<file path="src/verilog/rv_defs.svh">
`ifndef RV_DEFS_SVH
`define RV_DEFS_SVH

`define XLEN        32
`define INST_ID_W   6
`define RESET_PC    32'h0000_0000

// major opcodes
`define OPCODE_LUI      7'b0110111
`define OPCODE_AUIPC    7'b0010111
`define OPCODE_JAL      7'b1101111
`define OPCODE_JALR     7'b1100111
`define OPCODE_BRANCH   7'b1100011
`define OPCODE_LOAD     7'b0000011
`define OPCODE_STORE    7'b0100011
`define OPCODE_OP_IMM   7'b0010011
`define OPCODE_OP       7'b0110011
`define OPCODE_SYSTEM   7'b1110011

// branches
`define FUNCT3_BEQ      3'b000
`define FUNCT3_BNE      3'b001
`define FUNCT3_BLT      3'b100
`define FUNCT3_BGE      3'b101
`define FUNCT3_BLTU     3'b110
`define FUNCT3_BGEU     3'b111

// loads and stores
`define FUNCT3_LB       3'b000
`define FUNCT3_LH       3'b001
`define FUNCT3_LW       3'b010
`define FUNCT3_LBU      3'b100
`define FUNCT3_LHU      3'b101
`define FUNCT3_SB       3'b000
`define FUNCT3_SH       3'b001
`define FUNCT3_SW       3'b010

// alu ops shared by OP and OP_IMM
`define FUNCT3_ADD      3'b000
`define FUNCT3_SLL      3'b001
`define FUNCT3_SLT      3'b010
`define FUNCT3_SLTU     3'b011
`define FUNCT3_XOR      3'b100
`define FUNCT3_SRL      3'b101
`define FUNCT3_OR       3'b110
`define FUNCT3_AND      3'b111

// system
`define FUNCT3_PRIV     3'b000
`define FUNCT3_CSRRW    3'b001
`define FUNCT3_CSRRS    3'b010
`define FUNCT3_CSRRC    3'b011
`define FUNCT3_CSRRWI   3'b101
`define FUNCT3_CSRRSI   3'b110
`define FUNCT3_CSRRCI   3'b111

`define IMM12_ECALL     12'h000
`define IMM12_EBREAK    12'h001
`define IMM12_MRET      12'h302

`define CSR_ADDR_MEPC   12'h341

`endif

</file>
<file path="src/verilog/rv_pkg.sv">
`include "rv_defs.svh"

package rv_pkg;

    typedef enum logic [`INST_ID_W-1:0] {
        ID_NONE = 0,
        ID_LUI, ID_AUIPC,
        ID_JAL, ID_JALR,
        ID_BEQ, ID_BNE, ID_BLT, ID_BGE, ID_BLTU, ID_BGEU,
        ID_LB, ID_LH, ID_LW, ID_LBU, ID_LHU,
        ID_SB, ID_SH, ID_SW,
        ID_ADDI, ID_SLTI, ID_SLTIU, ID_XORI, ID_ORI, ID_ANDI,
        ID_SLLI, ID_SRLI, ID_SRAI,
        ID_ADD, ID_SUB, ID_SLL, ID_SLT, ID_SLTU,
        ID_XOR, ID_SRL, ID_SRA, ID_OR, ID_AND,
        ID_ECALL, ID_EBREAK, ID_MRET,
        ID_CSRRW, ID_CSRRS, ID_CSRRC,
        ID_CSRRWI, ID_CSRRSI, ID_CSRRCI
    } inst_id_e;

    // word as it comes off the bus
    typedef struct packed {
        logic [`XLEN-1:0] pc;
        logic [31:0]      inst;
    } fetch_pkt_t;

    typedef struct packed {
        logic [`XLEN-1:0] pc;
        inst_id_e         inst_id;
        logic [6:0]       opcode;
        logic [4:0]       rs1;
        logic [4:0]       rs2;
        logic [4:0]       rd;
        logic             rs1_vld;
        logic             rs2_vld;
        logic             rd_vld;
        logic [`XLEN-1:0] imm;    // sign extended
        logic [11:0]      csr;
    } dec_pkt_t;

endpackage

</file>
<file path="src/verilog/stage_reg.sv">
`timescale 1ns/1ps

module stage_reg #(
    parameter type payload_t = logic
) (
    input  logic     clk,
    input  logic     arst_n,
    input  logic     flush,
    input  logic     in_valid,
    input  payload_t in_data,
    output logic     in_ready,
    output logic     out_valid,
    input  logic     out_ready,
    output payload_t out_data
);

    logic     valid_q;
    payload_t data_q;

    // accept when empty or when drained this cycle
    assign in_ready  = ~valid_q | out_ready;
    assign out_valid = valid_q;
    assign out_data  = data_q;

    always_ff @(posedge clk or negedge arst_n) begin
        if (!arst_n) begin
            valid_q <= 1'b0;
        end else if (flush) begin
            valid_q <= 1'b0;    // flush beats a new load
        end else if (in_ready) begin
            valid_q <= in_valid;
        end
    end

    always_ff @(posedge clk) begin
        if (in_valid && in_ready) begin
            data_q <= in_data;
        end
    end

endmodule

</file>
<file path="src/verilog/inst_fetch.sv">
`timescale 1ns/1ps
`include "rv_defs.svh"

module inst_fetch
    import rv_pkg::*;
(
    input  logic             clk,
    input  logic             arst_n,
    // wishbone master
    output logic             wb_cyc,
    output logic             wb_stb,
    output logic [`XLEN-1:0] wb_adr,
    input  logic [31:0]      wb_dat_i,
    input  logic             wb_ack,
    // jal redirect from decode
    input  logic             redir_vld,
    input  logic [`XLEN-1:0] redir_pc,
    // to fs
    output logic             out_valid,
    input  logic             out_ready,
    output fetch_pkt_t       out_pkt
);

    typedef enum logic [1:0] {
        S_IDLE,
        S_BUS,
        S_DROP     // cycle still open but its word is stale
    } state_e;

    state_e           state_q;
    logic [`XLEN-1:0] pc_q;
    logic [`XLEN-1:0] adr_q;    // held for the whole bus cycle
    logic             open_cyc;

    // fs only fills from here, so it is still free when the ack comes
    assign open_cyc = (state_q == S_IDLE) && out_ready;

    assign wb_cyc = (state_q != S_IDLE);
    assign wb_stb = (state_q != S_IDLE);
    assign wb_adr = adr_q;

    assign out_valid    = (state_q == S_BUS) && wb_ack;
    assign out_pkt.pc   = adr_q;
    assign out_pkt.inst = wb_dat_i;

    always_ff @(posedge clk or negedge arst_n) begin
        if (!arst_n) begin
            state_q <= S_IDLE;
        end else begin
            case (state_q)
                S_IDLE: begin
                    if (open_cyc) begin
                        state_q <= S_BUS;
                    end
                end
                S_BUS: begin
                    if (wb_ack) begin
                        state_q <= S_IDLE;
                    end else if (redir_vld) begin
                        state_q <= S_DROP;
                    end
                end
                S_DROP: begin
                    if (wb_ack) begin
                        state_q <= S_IDLE;
                    end
                end
                default: state_q <= S_IDLE;
            endcase
        end
    end

    always_ff @(posedge clk or negedge arst_n) begin
        if (!arst_n) begin
            pc_q <= `RESET_PC;
        end else if (redir_vld) begin
            pc_q <= redir_pc;
        end else if (out_valid && out_ready) begin
            pc_q <= pc_q + `XLEN'd4;
        end
    end

    always_ff @(posedge clk or negedge arst_n) begin
        if (!arst_n) begin
            adr_q <= `RESET_PC;
        end else if (open_cyc) begin
            adr_q <= redir_vld ? redir_pc : pc_q;    // redirect can land on the open edge
        end
    end

endmodule

</file>
<file path="src/verilog/inst_decode.sv">
`timescale 1ns/1ps
`include "rv_defs.svh"

module inst_decode
    import rv_pkg::*;
(
    input  logic             in_valid,
    input  fetch_pkt_t       in_pkt,
    output logic             in_ready,
    output logic             out_valid,
    input  logic             out_ready,
    output dec_pkt_t         out_pkt,
    output logic             redir_vld,
    output logic [`XLEN-1:0] redir_pc
);

    logic [31:0]      inst;
    logic [6:0]       opcode;
    logic [2:0]       funct3;
    logic [`XLEN-1:0] imm_i;
    logic [`XLEN-1:0] imm_s;
    logic [`XLEN-1:0] imm_b;
    logic [`XLEN-1:0] imm_u;
    logic [`XLEN-1:0] imm_j;
    inst_id_e         inst_id;
    logic [2:0]       vld;      // rs1, rs2, rd
    logic [`XLEN-1:0] imm;
    logic [11:0]      csr;

    assign inst   = in_pkt.inst;
    assign opcode = inst[6:0];
    assign funct3 = inst[14:12];

    assign imm_i = {{20{inst[31]}}, inst[31:20]};
    assign imm_s = {{20{inst[31]}}, inst[31:25], inst[11:7]};
    assign imm_b = {{19{inst[31]}}, inst[31], inst[7], inst[30:25], inst[11:8], 1'b0};
    assign imm_u = {inst[31:12], 12'd0};
    assign imm_j = {{11{inst[31]}}, inst[31], inst[19:12], inst[20], inst[30:21], 1'b0};

    always_comb begin
        inst_id = ID_NONE;
        vld     = 3'b000;
        imm     = '0;
        csr     = 12'd0;
        case (opcode)
            `OPCODE_LUI: begin
                inst_id = ID_LUI;
                vld     = 3'b001;
                imm     = imm_u;
            end
            `OPCODE_AUIPC: begin
                inst_id = ID_AUIPC;
                vld     = 3'b001;
                imm     = imm_u;
            end
            `OPCODE_JAL: begin
                inst_id = ID_JAL;
                vld     = 3'b001;
                imm     = imm_j;
            end
            `OPCODE_JALR: begin
                inst_id = ID_JALR;
                vld     = 3'b101;
                imm     = imm_i;
            end
            `OPCODE_BRANCH: begin
                vld = 3'b110;
                imm = imm_b;
                case (funct3)
                    `FUNCT3_BEQ:  inst_id = ID_BEQ;
                    `FUNCT3_BNE:  inst_id = ID_BNE;
                    `FUNCT3_BLT:  inst_id = ID_BLT;
                    `FUNCT3_BGE:  inst_id = ID_BGE;
                    `FUNCT3_BLTU: inst_id = ID_BLTU;
                    `FUNCT3_BGEU: inst_id = ID_BGEU;
                    default:      inst_id = ID_NONE;
                endcase
            end
            `OPCODE_LOAD: begin
                vld = 3'b101;
                imm = imm_i;
                case (funct3)
                    `FUNCT3_LB:  inst_id = ID_LB;
                    `FUNCT3_LH:  inst_id = ID_LH;
                    `FUNCT3_LW:  inst_id = ID_LW;
                    `FUNCT3_LBU: inst_id = ID_LBU;
                    `FUNCT3_LHU: inst_id = ID_LHU;
                    default:     inst_id = ID_NONE;
                endcase
            end
            `OPCODE_STORE: begin
                vld = 3'b110;
                imm = imm_s;
                case (funct3)
                    `FUNCT3_SB: inst_id = ID_SB;
                    `FUNCT3_SH: inst_id = ID_SH;
                    `FUNCT3_SW: inst_id = ID_SW;
                    default:    inst_id = ID_NONE;
                endcase
            end
            `OPCODE_OP_IMM: begin
                vld = 3'b101;
                imm = imm_i;
                case (funct3)
                    `FUNCT3_ADD:  inst_id = ID_ADDI;
                    `FUNCT3_SLT:  inst_id = ID_SLTI;
                    `FUNCT3_SLTU: inst_id = ID_SLTIU;
                    `FUNCT3_XOR:  inst_id = ID_XORI;
                    `FUNCT3_OR:   inst_id = ID_ORI;
                    `FUNCT3_AND:  inst_id = ID_ANDI;
                    `FUNCT3_SLL:  inst_id = ID_SLLI;
                    default:      inst_id = inst[30] ? ID_SRAI : ID_SRLI;
                endcase
            end
            `OPCODE_OP: begin
                vld = 3'b111;
                case (funct3)
                    `FUNCT3_ADD:  inst_id = inst[30] ? ID_SUB : ID_ADD;
                    `FUNCT3_SLL:  inst_id = ID_SLL;
                    `FUNCT3_SLT:  inst_id = ID_SLT;
                    `FUNCT3_SLTU: inst_id = ID_SLTU;
                    `FUNCT3_XOR:  inst_id = ID_XOR;
                    `FUNCT3_OR:   inst_id = ID_OR;
                    `FUNCT3_AND:  inst_id = ID_AND;
                    default:      inst_id = inst[30] ? ID_SRA : ID_SRL;
                endcase
            end
            `OPCODE_SYSTEM: begin
                vld = 3'b101;
                imm = imm_i;
                csr = inst[31:20];
                case (funct3)
                    `FUNCT3_PRIV: begin
                        vld = 3'b000;
                        case (inst[31:20])
                            `IMM12_ECALL:  inst_id = ID_ECALL;
                            `IMM12_EBREAK: inst_id = ID_EBREAK;
                            `IMM12_MRET: begin
                                inst_id = ID_MRET;
                                csr     = `CSR_ADDR_MEPC;    // return target lives in mepc
                            end
                            default: inst_id = ID_NONE;
                        endcase
                    end
                    `FUNCT3_CSRRW:  inst_id = ID_CSRRW;
                    `FUNCT3_CSRRS:  inst_id = ID_CSRRS;
                    `FUNCT3_CSRRC:  inst_id = ID_CSRRC;
                    `FUNCT3_CSRRWI: inst_id = ID_CSRRWI;
                    `FUNCT3_CSRRSI: inst_id = ID_CSRRSI;
                    `FUNCT3_CSRRCI: inst_id = ID_CSRRCI;
                    default:        inst_id = ID_NONE;
                endcase
            end
            default: inst_id = ID_NONE;
        endcase
        // anything unrecognised claims no registers
        if (inst_id == ID_NONE) begin
            vld = 3'b000;
        end
    end

    assign out_pkt.pc      = in_pkt.pc;
    assign out_pkt.inst_id = inst_id;
    assign out_pkt.opcode  = opcode;
    assign out_pkt.rs1     = inst[19:15];
    assign out_pkt.rs2     = inst[24:20];
    assign out_pkt.rd      = inst[11:7];
    assign out_pkt.rs1_vld = vld[2];
    assign out_pkt.rs2_vld = vld[1];
    assign out_pkt.rd_vld  = vld[0];
    assign out_pkt.imm     = imm;
    assign out_pkt.csr     = csr;

    assign out_valid = in_valid;
    assign in_ready  = out_ready;

    // only once the jal actually moves into ds
    assign redir_vld = in_valid && out_ready && (opcode == `OPCODE_JAL);
    assign redir_pc  = in_pkt.pc + imm_j;

endmodule

</file>
<file path="src/verilog/rv_frontend.sv">
`timescale 1ns/1ps
`include "rv_defs.svh"

module rv_frontend
    import rv_pkg::*;
(
    input  logic             clk,
    input  logic             arst_n,
    // instruction memory
    output logic             wb_cyc,
    output logic             wb_stb,
    output logic             wb_we,
    output logic [3:0]       wb_sel,
    output logic [`XLEN-1:0] wb_adr,
    input  logic [31:0]      wb_dat_i,
    input  logic             wb_ack,
    // decoded stream
    output logic             out_valid,
    input  logic             out_ready,
    output dec_pkt_t         out_pkt
);

    logic             f_valid;
    logic             f_ready;
    fetch_pkt_t       f_pkt;
    logic             fs_valid;
    logic             fs_ready;
    fetch_pkt_t       fs_pkt;
    logic             d_valid;
    logic             d_ready;
    dec_pkt_t         d_pkt;
    logic             redir_vld;
    logic [`XLEN-1:0] redir_pc;

    assign wb_we  = 1'b0;    // read only
    assign wb_sel = 4'hf;

    inst_fetch fetch0 (
        .clk       (clk),
        .arst_n    (arst_n),
        .wb_cyc    (wb_cyc),
        .wb_stb    (wb_stb),
        .wb_adr    (wb_adr),
        .wb_dat_i  (wb_dat_i),
        .wb_ack    (wb_ack),
        .redir_vld (redir_vld),
        .redir_pc  (redir_pc),
        .out_valid (f_valid),
        .out_ready (f_ready),
        .out_pkt   (f_pkt)
    );

    stage_reg #(.payload_t(fetch_pkt_t)) fs0 (
        .clk       (clk),
        .arst_n    (arst_n),
        .flush     (redir_vld),    // drop the word behind the jal
        .in_valid  (f_valid),
        .in_data   (f_pkt),
        .in_ready  (f_ready),
        .out_valid (fs_valid),
        .out_ready (fs_ready),
        .out_data  (fs_pkt)
    );

    inst_decode dec0 (
        .in_valid  (fs_valid),
        .in_pkt    (fs_pkt),
        .in_ready  (fs_ready),
        .out_valid (d_valid),
        .out_ready (d_ready),
        .out_pkt   (d_pkt),
        .redir_vld (redir_vld),
        .redir_pc  (redir_pc)
    );

    stage_reg #(.payload_t(dec_pkt_t)) ds0 (
        .clk       (clk),
        .arst_n    (arst_n),
        .flush     (1'b0),
        .in_valid  (d_valid),
        .in_data   (d_pkt),
        .in_ready  (d_ready),
        .out_valid (out_valid),
        .out_ready (out_ready),
        .out_data  (out_pkt)
    );

endmodule

</file>
<file path="config.mk">
export PLATFORM = sky130hd
export DESIGN_NAME = rv_frontend
export DESIGN_NICKNAME = d
export VERILOG_FILES = /design/src/verilog/rv_pkg.sv /design/src/verilog/stage_reg.sv /design/src/verilog/inst_fetch.sv /design/src/verilog/inst_decode.sv /design/src/verilog/rv_frontend.sv
export VERILOG_INCLUDE_DIRS = /design/src /design/src/verilog
export SDC_FILE = /design/constraint.sdc
export NUM_CORES = 1
export LEC_CHECK = 0
export ABC_AREA = 1
export BUFFER_PORTS_ARGS = -buffer_cell sky130_fd_sc_hd__buf_2
export CAP_MARGIN = 5
export CORE_ASPECT_RATIO = 0.75
export CORE_UTILIZATION = 45
export CTS_CLUSTER_DIAMETER = 60
export DETAILED_ROUTE_END_ITERATION = 8
export HOLD_SLACK_MARGIN = 0.05
export MAX_ROUTING_LAYER = met4
export PLACE_DENSITY = 0.71
export SETUP_SLACK_MARGIN = 0.02
export SLEW_MARGIN = 40
export SYNTH_ARGS = -nofsm -noshare
export SYNTH_HDL_FRONTEND = slang
export SYNTH_SLANG_ARGS = --single-unit
</file>
<file path="constraint.sdc">
create_clock -name clk -period 8.7 [get_ports clk]
set_clock_uncertainty 0.2 [all_clocks]
set_input_delay 2.61 -clock clk [delete_from_list [all_inputs] [get_ports clk]]
set_output_delay 2.61 -clock clk [all_outputs]
set_load 0.005 [all_outputs]
</file>
==> qor.csv, run 1 <==
metric,value,unit
coreArea,26200,um2
min_period,4.87,ns
cts_root_buf,clkbuf_16,
yosys-top-cells-area,"edfxtp_1 (42%), dfrtp_1 (14%), nand2_1 (12%), inv_1 (5.2%), nor2_1 (5.1%)",
rsz0062_at_grt,false,
post_cts_buffers,0,
synth_cells,1386,
worstHoldPathCells,0,
grt_overflow_total,0,
synth_top_area_frac,0.422,
cts.htree.levels,1,
grt_first_pass_wirelength,53.2,mm
synth_top_family_by_area,simple AND/OR/NAND/NOR gates,
status,finished clean,
clkLatencyLatePin,0.54,ns
initialDrtViolationCount,891,
yosysTopAreaCell,edfxtp_1,
setup_viol,0,
grt_max_degree,81,
r2r_end,fetch0.pc_q[8]$_DFFE_PN0P_,
slowest_delay,0.63,ns
worstPathRequired,8.97,ns
ys_ff_latch,239,
power_density,320,nW/um2
synth_edf_count,171,
setup.worst_path.class,in2reg,
cts_buffers,26,
crit_family,simple AND/OR/NAND/NOR gates,
numPortBuffers,177,
seq_area_frac_synth,0.562,
hpwl,26.0,mm
netlist_area,12200,um2
finalHoldViolCount,0,
relSlewSlack,0.475,
synthAdderAreaFrac,0.0335,
post_cts_resized,0,
synth-simple-area-share,0.238,
r2r_cells,10,
ff2ff_setup_slack,5.60,ns
design.die.area,27700,um2
finalCritPeriodShare,0.559,
syn_to_final_growth,17.1,%
power_leakage,6.53,nW
design_area,14200,um2
synthArstFlopShare,0.285,
avgSynthCellArea,8.78,um2
cts_tree,done,
final_nets,1635,
drv_cap,0,
synthXorXnorAreaFrac,0.0130,
hold_buffers,0,
final_cell_mix,"nand2_1 (381), buf_2 (177), edfxtp_1 (171)",
drtPass1Iterations,5,
ios,183,
initial_utilization,0.464,
tightest_slew,0.787,ns
max-vdd-ir-drop,0.368,mV
placed_area,13400,um2
antenna_cells,0,
min_from,fs0.out_data[10]$_DFFE_PP_,
vias_per_cell,5.28,
postRouteAntennaNets,0,
fp.dieH,144,um
final_common_cell,nand2_1,
cp-start-kind,input port,
worstReg2RegStart,ds0.out_valid$_DFFE_PN0P_,
place.gp.congestion,0.916,
drc,0,
rows,51,
cts_sinks,239,
drive_gt1_frac,0.161,
crit_buf_inv,5,
clockBufferDepth,3,
drt-total-wl,35.0,mm
synth_warnings,0,
grt_pass1_vias,9487,
cp_max_fo,72,
drv_slew,0,
clk_pin_slew_worst_paths,0.06,ns
die_x,192,um
synth_compound_area_frac,0.0838,
arrival,5.14,ns
synth_mux_area_frac,0.000823,
grt_util_all_layers,0.260,
cp_slowest_cell,inv_2,
dr_total_vias,10200,
setup_tns,0,ns
synth_cell_types,40,
hold_path_end,ds0.out_data[50]$_DFFE_PP_,
endpoint_kind,register,
max_freq,205,MHz
routedWlPerCell,18.1,um
min_path_type,reg2reg,
antenna_found_initial,0,
synthFlopType,edfxtp_1,
crit_chain,"buf_2, inv_1, nand2_1, inv_1, nor2_4, buf_8, nand2_4, inv_2, nand3_1, nand2_1, a21oi_1, a21oi_1",
[area by class of cell]
| type | instances | area, um2 |
|---|---|---|
| multi-input cells | 942 | 4530 |
| flip-flops and latches | 239 | 6840 |
| repair buffers | 182 | 950 |
| clock inverters | 19 | 179 |
| fillers | 2431 | 12000 |
| clock buffers | 29 | 662 |
| inverters | 176 | 662 |
| well taps | 344 | 430 |
[registers in the layout, summed over array words and instances (netlist names)]
register	count
fetch0.wb_adr	32
fetch0.pc_q	32
ds0.out_data	107
fs0.out_data	64
ds0.out_valid	1
fetch0.state_q	2
fs0.out_valid	1
[report_power, final]
group	total, mW	internal, mW	leakage [nW]	switching [mW]
Clock	1.09	0.617	0.412	0.470
Combinational	1.52	0.503	3.74	1.02
Sequential	1.95	1.66	2.38	0.294
Total	4.56	2.78	6.53	1.78
[cells in the mapped netlist, types with 9 or more instances]
library cell  instances
a21oi_1             109
nor2_1              164
o21ai_0              46
nand4_1              23
o21ai_1              12
buf_2                11
edfxtp_1            171
nor3_1               25
xor2_1               14
a31oi_1               9
buf_4                11
nand2_1             382
nand3_1              70
nor2_2                9
inv_1               169
dfrtp_1              68
ha_1                 31
[per-layer routing]
layer	GRT usage	vias up	wire length (um)
met5	-	-	0
met4	0.0627	0	692
met3	0.0495	50	3260
met2	0.360	428	14300
met1	0.390	4783	16800
li1	-	4940	-
[worst max path at each step]
| stage | start | end | cells after the start |
|---|---|---|---|
| finish | out_ready | fetch0.pc_q[8]$_DFFE_PN0P_ | 12 |
| global route | out_ready | fetch0.pc_q[8]$_DFFE_PN0P_ | 12 |
| CTS | out_ready | fetch0.pc_q[8]$_DFFE_PN0P_ | 12 |
| detailed placement | out_ready | fetch0.pc_q[8]$_DFFE_PN0P_ | 12 |
| global placement | out_ready | fetch0.wb_adr[3]$_DFFE_PN0P_ | 8 |
| floorplan | out_ready | fetch0.pc_q[3]$_DFFE_PN0P_ | 9 |
[kinds of logic after synthesis]
kind of cell    Yosys count
other cells               2
buf+inv                 208
flops                   239
simple gates            695
xor+xnor                 18
mux                       1
fa+ha+maj                32
compound gates          191
[per-stage QoR]
stage               total power, mW  hold WS (ns)  utilization  std cells  setup slack, ns
floorplan                      2.82         0.227            -       1389             1.83
global placement               3.45         0.237        0.509       1881             2.70
detailed placement             3.47         0.241        0.511       1883             3.30
CTS                            4.57         0.254        0.543       1931             3.87
global route                   4.84         0.253        0.543       1931             3.64
finish                         4.56         0.250        0.543       1931             3.83
Power figures use the tool's default switching activity.
==> run 2: changes to the inputs <==
--- a/config.mk
+++ b/config.mk
@@ -6,7 +6,7 @@
 export SDC_FILE = /design/constraint.sdc
 export NUM_CORES = 1
 export LEC_CHECK = 0
-export ABC_AREA = 1
+export ABC_AREA = 0
 export BUFFER_PORTS_ARGS = -buffer_cell sky130_fd_sc_hd__buf_2
 export CAP_MARGIN = 5
 export CORE_ASPECT_RATIO = 0.75
@@ -15,7 +15,7 @@
 export DETAILED_ROUTE_END_ITERATION = 8
 export HOLD_SLACK_MARGIN = 0.05
 export MAX_ROUTING_LAYER = met4
-export PLACE_DENSITY = 0.71
+export PLACE_DENSITY = 0.72
 export SETUP_SLACK_MARGIN = 0.02
 export SLEW_MARGIN = 40
 export SYNTH_ARGS = -nofsm -noshare
==> constraint.sdc (replaced) <==
create_clock -name clk -period 5.1 [get_ports clk]
set_clock_uncertainty 0.2 [all_clocks]
set_input_delay 1.53 -clock clk [delete_from_list [all_inputs] [get_ports clk]]
set_output_delay 1.53 -clock clk [all_outputs]
set_load 0.005 [all_outputs]
==> qor.csv, run 2 <==
metric,value,unit,change
antenna_cells,0,,unchanged
synth_cell_types,65,,+63%
crit_chain,"ha_1, inv_1, fa_1, nor2b_1, o2111ai_1, a2111oi_1, nor3_1, o21ai_1, a31oi_1, xor2_1, o21ai_0",,
slowest_delay,0.68,ns,+0.05 ns
cts_root_buf,clkbuf_16,,
drtPass1Iterations,5,,unchanged
fill_cells,2133,,-12%
cts.htree.levels,1,,unchanged
drc,0,,unchanged
setup_tns,0,ns,unchanged
relSlewSlack,0.466,,-0.00889
clkLatencyLatePin,0.54,ns,about the same
r2r_cells,11,,+1
drv_cap,0,,unchanged
power,7.32,mW,+61%
design.die.area,25400,um2,-8.3%
cts_buffers,25,,-3.8%
synthArstFlopShare,0.285,,unchanged
drt-total-wl,28.3,mm,-19%
synth_cells,961,,-31%
grt_pass1_vias,7619,,-20%
vias_per_cell,5.56,,+5.3%
cp.depth,11,,-1
cp-start-kind,register,,
rows,49,,-3.9%
arrival,3.77,ns,-1.37 ns
coreArea,24200,um2,-7.9%
setup.worst_path.class,reg2reg,,
power_leakage,5.59,nW,-15%
cts_tree,done,,
cp_max_fo,7,,-90%
syn_to_final_growth,18.8,%,
min_path_type,reg2reg,,
grt_util_all_layers,0.226,,-0.0340
initialDrtViolationCount,713,,-20%
clockBufferDepth,3,,unchanged
setup_viol,0,,unchanged
drv_slew,0,,unchanged
avgSynthCellArea,11.6,um2,+32%
cp_slowest_cell,a2111oi_1,,
post_cts_resized,0,,unchanged
worstPathRequired,5.36,ns,-3.61 ns
grt_max_degree,80,,-1.2%
finalCritPeriodShare,0.689,,
synthTopCellsByCount,"edfxtp_1 (171), nand2_1 (101), nor2_1 (74)",,
yosysTopAreaCell,edfxtp_1,,
synthFlopType,edfxtp_1,,
numPortBuffers,177,,unchanged
dr_total_vias,8243,,-19%
grt_first_pass_wirelength,43.8,mm,-18%
final_common_cell,buf_2,,
finalHoldViolCount,0,,unchanged
final_cell_mix,"buf_2 (177), edfxtp_1 (171), nand2_1 (100)",,
drive_gt1_frac,0.210,,+0.0496
synth_warnings,0,,unchanged
min_period,3.52,ns,
fp.dieH,138,um,-4.2%
tightest_slew,0.790,ns,+0.00257 ns
hold_ws,0.258,ns,+0.00746 ns
power_density,553,nW/um2,+73%
setup_ws,1.58,ns,-2.25 ns
max-vdd-ir-drop,0.329,mV,-11%
synth.most_common_cell,edfxtp_1,,
ys_ff_latch,239,,unchanged
antenna_found_initial,0,,unchanged
synth_edf_count,171,,unchanged
postRouteAntennaNets,0,,unchanged
endpoint_kind,register,,
cts_sinks,239,,unchanged
die_x,184,um,-4.2%
worstHoldPathCells,0,,unchanged
place.gp.congestion,0.913,,-0.33%
crit_family,compound AO/OA/AOI/OAI gates,,
initial_utilization,0.462,,-0.00244
max_freq,284,MHz,
netlist_area,11100,um2,-8.4%
yosys-top-cells-area,"edfxtp_1 (46%), dfrtp_1 (15%), ha_1 (3.5%), nand2_1 (3.4%), a21oi_1 (2.9%)",,
ios,183,,unchanged
final_nets,1200,,-27%
crit_buf_inv,1,,-4
status,finished clean,,
routedWlPerCell,19.1,um,+5.2%
largest_reg_flops,107,,unchanged
synth_top_area_frac,0.461,,+0.0386
preCtsSetupSlack,1.15,ns,-2.15 ns
seq_area_frac_synth,0.613,,+0.0514
rsz0062_at_grt,false,,
hold_buffers,0,,unchanged
grt_overflow_total,0,,unchanged
post_cts_buffers,0,,unchanged
hpwl,19.5,mm,-25%
clk_pin_slew_worst_paths,0.06,ns,about the same
==> run 2: cell types whose count changed in the layout (fill, tap and decap cells not counted), moves of 34 or more <==
| cell | change |
|---|---|
| inv_1 | -147 |
| a21o_1 | +34 |
| nor2_1 | -90 |
| nand3_1 | -44 |
| a21oi_1 | -44 |
| nand2_1 | -281 |
==> run 2: path summary, 6_finish.rpt <==
path	startpoint	to	slack, ns
worst max-delay path	fs0.out_data[21]$_DFFE_PP_	fetch0.pc_q[23]$_DFFE_PN0P_	1.58
worst min-delay path	fs0.out_data[44]$_DFFE_PP_	ds0.out_data[87]$_DFFE_PP_	0.26
worst max register to register	fs0.out_data[21]$_DFFE_PP_	fetch0.pc_q[23]$_DFFE_PN0P_	1.58
worst min register to register	fs0.out_data[44]$_DFFE_PP_	ds0.out_data[87]$_DFFE_PP_	0.26
max in group asynchronous	arst_n	fetch0.wb_adr[3]$_DFFE_PN0P_	2.95
min in group asynchronous	arst_n	fetch0.wb_adr[24]$_DFFE_PN0P_	0.72
==> run 2: final cells by class <==
class	count	area, um2	share of cell area
multi-input cells	655	4050	0.306
well taps	331	414	0.0313
repair buffers	189	983	0.0742
inverters	22	82.6	0.00623
flip-flops and latches	239	6840	0.516
clock buffers	38	746	0.0563
clock inverters	8	134	0.0101
==> run 2: metal layers <==
metal,global-route usage,share of wire
met5,-,0
met4,0.0364,0.014
met1,0.339,0.48
met3,0.0371,0.070
met2,0.329,0.44
==> run 2: kinds of logic (layout without fill, tap and decap cells) <==
kind of cell | after synthesis | in the layout | synth area share
and+or+nand+nor | 325 | 325 | 0.143
DFF | 239 | 239 | 0.613
AOI/OAI and AO/OA | 231 | 231 | 0.131
buffers and inverters | 70 | 257 | 0.0260
xor gates and xnor gates | 54 | 54 | 0.0424
adders and majority gates | 32 | 32 | 0.0366
muxes | 8 | 8 | 0.00718
other | 2 | 5 | 0.000674
==> run 2: per-stage QoR <==
stage                     cell area, um2   util  instances
final                              13300  0.549       1482
after global routing               13300  0.549       1482
after CTS                          13200  0.548       1482
after detailed placement           12400  0.512       1436
after global placement             12400  0.512       1436
after floorplan                    11200      -        964
==> run 2: report_power, final <==
group	leakage (nW)	internal [mW]	switching, mW
registers	2.49	2.81	0.420
clock network	0.425	1.17	0.768
logic	2.67	0.853	1.30
total	5.59	4.84	2.49
==> run 3: changes to the inputs <==
==> constraint.sdc (replaced) <==
create_clock -name clk -period 3.6 [get_ports clk]
set_clock_uncertainty 0.2 [all_clocks]
set_input_delay 1.08 -clock clk [delete_from_list [all_inputs] [get_ports clk]]
set_output_delay 1.08 -clock clk [all_outputs]
set_load 0.005 [all_outputs]
==> qor.csv, run 3 (synthesized netlist as in run 2, its figures left out) <==
metric,value,unit,change
clockBufferDepth,3,,unchanged
power_density,772,nW/um2,+40%
finalHoldViolCount,0,,unchanged
relSlewSlack,0.510,,+0.0441
cts_tree,done,,
cts_sinks,239,,unchanged
power_leakage,5.65,nW,+1.2%
clk_pin_slew_worst_paths,0.07,ns,about the same
share_seq_of_total_power,0.439,,-0.003
cp_slowest_cell,edfxtp_1,,
setup.worst_path.class,reg2reg,,
drt-total-wl,28.3,mm,+0.11%
die_x,184,um,unchanged
coreArea,24200,um2,unchanged
setup_tns,0,ns,unchanged
r2r_cells,10,,-1
stdcell_count,1498,,+1.1%
status,finished clean,,
setup_ws,0.332,ns,-1.25 ns
switchingPower,3.50,mW,+41%
worstPathRequired,3.80,ns,-1.56 ns
initialDrtViolationCount,788,,+11%
internal-power,6.81,mW,+41%
hold_buffers,0,,unchanged
cts_root_buf,clkbuf_16,,
post_cts_resized,0,,unchanged
min_period,3.27,ns,-0.248 ns
drv_slew,0,,unchanged
max-vdd-ir-drop,0.421,mV,+28%
finalCritPeriodShare,0.908,,+0.218
pwr-share-comb,0.305,,+0.011
largest_reg_flops,107,,unchanged
postRouteAntennaNets,0,,unchanged
final_common_cell,buf_2,,
slowest_delay,0.47,ns,-0.21 ns
ff2ff_setup_slack,0.33,ns,-1.25 ns
vias_per_cell,5.60,,+0.65%
max_freq,306,MHz,+7.6%
ios,183,,unchanged
power.share.clock,0.257,,-0.007
arrival,3.46,ns,-0.31 ns
drive_gt1_frac,0.224,,+0.0136
design.die.area,25400,um2,unchanged
syn_to_final_growth,19.7,%,
preCtsSetupSlack,0.239,ns,-0.915 ns
grt_pass1_vias,7852,,+3.1%
worstReg2RegStart,fs0.out_data[25]$_DFFE_PP_,,
post_cts_buffers,0,,unchanged
min_path_type,in2async,,
setup_viol,0,,unchanged
rsz0062_at_grt,false,,
initial_utilization,0.462,,unchanged
drc,0,,unchanged
fp.dieH,138,um,unchanged
tightest_slew,0.734,ns,-0.0553 ns
crit_chain,"ha_1, a21o_1, a21oi_1, a2111oi_0, buf_4, nor3_1, o21ai_1, a31oi_1, mux2i_1, nand3_1",,
r2r_end,fetch0.wb_adr[23]$_DFFE_PN0P_,,
fill_cells,2087,,-2.2%
final_cell_mix,"buf_2 (177), edfxtp_1 (171), nand2_1 (100)",,
cp-start-kind,register,,
power,10.3,mW,+41%
dp.cells,1453,,+1.2%
routedWlPerCell,18.9,um,-0.96%
drtPass1Iterations,5,,unchanged
numPortBuffers,177,,unchanged
place.gp.congestion,0.912,,about the same
hpwl,19.9,mm,+1.9%
cts.htree.levels,1,,unchanged
grt_first_pass_wirelength,44.2,mm,+0.82%
endpoint_kind,register,,
clkLatencyLatePin,0.52,ns,-0.02 ns
final_nets,1216,,+1.3%
grt_util_all_layers,0.229,,+0.00273
drv_cap,0,,unchanged
dr_total_vias,8386,,+1.7%
grt_overflow_total,0,,unchanged
cts_buffers,24,,-4.0%
rows,49,,unchanged
grt_max_degree,80,,unchanged
cp_max_fo,5,,-2
p_sw_frac,0.340,,about the same
antenna_found_initial,1,,+1
==> run 3: cell count changes in the layout (fill, tap and decap cells not counted), moves of 2 or more <==
cell	previous run	this run
clkbuf_1	7	2
clkinv_2	0	4
clkbuf_8	5	0
clkinvlp_4	1	4
buf_4	10	27
inv_6	1	3
buf_6	2	0
buf_12	0	2
==> run 3: layer usage <==
metal  GRT usage  share of wire  routed length [um]
met5           -              0                   0
met4      0.0456          0.019                 529
met3      0.0342          0.073                2070
met2       0.336           0.45               12600
met1       0.338           0.46               13100
==> run 3: power groups by stage <==
stage	Sequential [mW]	Clock (mW)	Combinational, mW
after detailed placement	4.58	0	3.13
after CTS	4.53	2.69	3.15
after global placement	4.55	0	3.08
after floorplan	4.46	0	1.91
final	4.52	2.65	3.14
after global routing	4.62	2.81	3.49
==> run 3: worst max-delay path: cells and delay by family (launching register included) <==
family,cells,cell delay [ns]
AO/OA/AOI/OAI,5,1.18
AND/OR/NAND/NOR,2,0.51
flip-flops,1,0.47
adder cells (fa/ha/maj),1,0.39
multiplexers,1,0.23
buffers and inverters,1,0.17
==> run 3: worst max-delay path by stage <==
stage                                     from                       endpoint  slack (ns)
floorplan                            out_ready    fetch0.pc_q[28]$_DFFE_PN0P_        0.15
global placement                     out_ready    fetch0.pc_q[31]$_DFFE_PN0P_        0.24
detailed placement                   out_ready    fetch0.pc_q[31]$_DFFE_PN0P_        0.24
CTS                 fs0.out_data[21]$_DFFE_PP_    fetch0.pc_q[23]$_DFFE_PN0P_        0.33
global route        fs0.out_data[21]$_DFFE_PP_  fetch0.wb_adr[23]$_DFFE_PN0P_        0.08
finish              fs0.out_data[25]$_DFFE_PP_  fetch0.wb_adr[23]$_DFFE_PN0P_        0.33
==> run 3: metrics by stage <==
step / utilization / hold slack (ns) / area (um2)
4_1_cts: 0.553 / 0.259 / 13300
3_5_place_dp: 0.518 / 0.245 / 12500
5_1_grt: 0.553 / 0.266 / 13300
2_1_floorplan: - / 0.224 / 11200
3_3_place_gp: 0.518 / 0.238 / 12500
6_report: 0.553 / 0.256 / 13300
==> run 3: area by class of cell <==
class,instances,area [um2],area share
Timing Repair Buffer,206,1130,0.0845
Inverter,22,82.6,0.00619
Multi-Input combinational cell,655,4050,0.303
Clock buffer,27,633,0.0474
Clock inverter,17,204,0.0153
Tap cell,331,414,0.0310
Antenna cell,1,2.50,0.000187
Sequential cell,239,6840,0.512
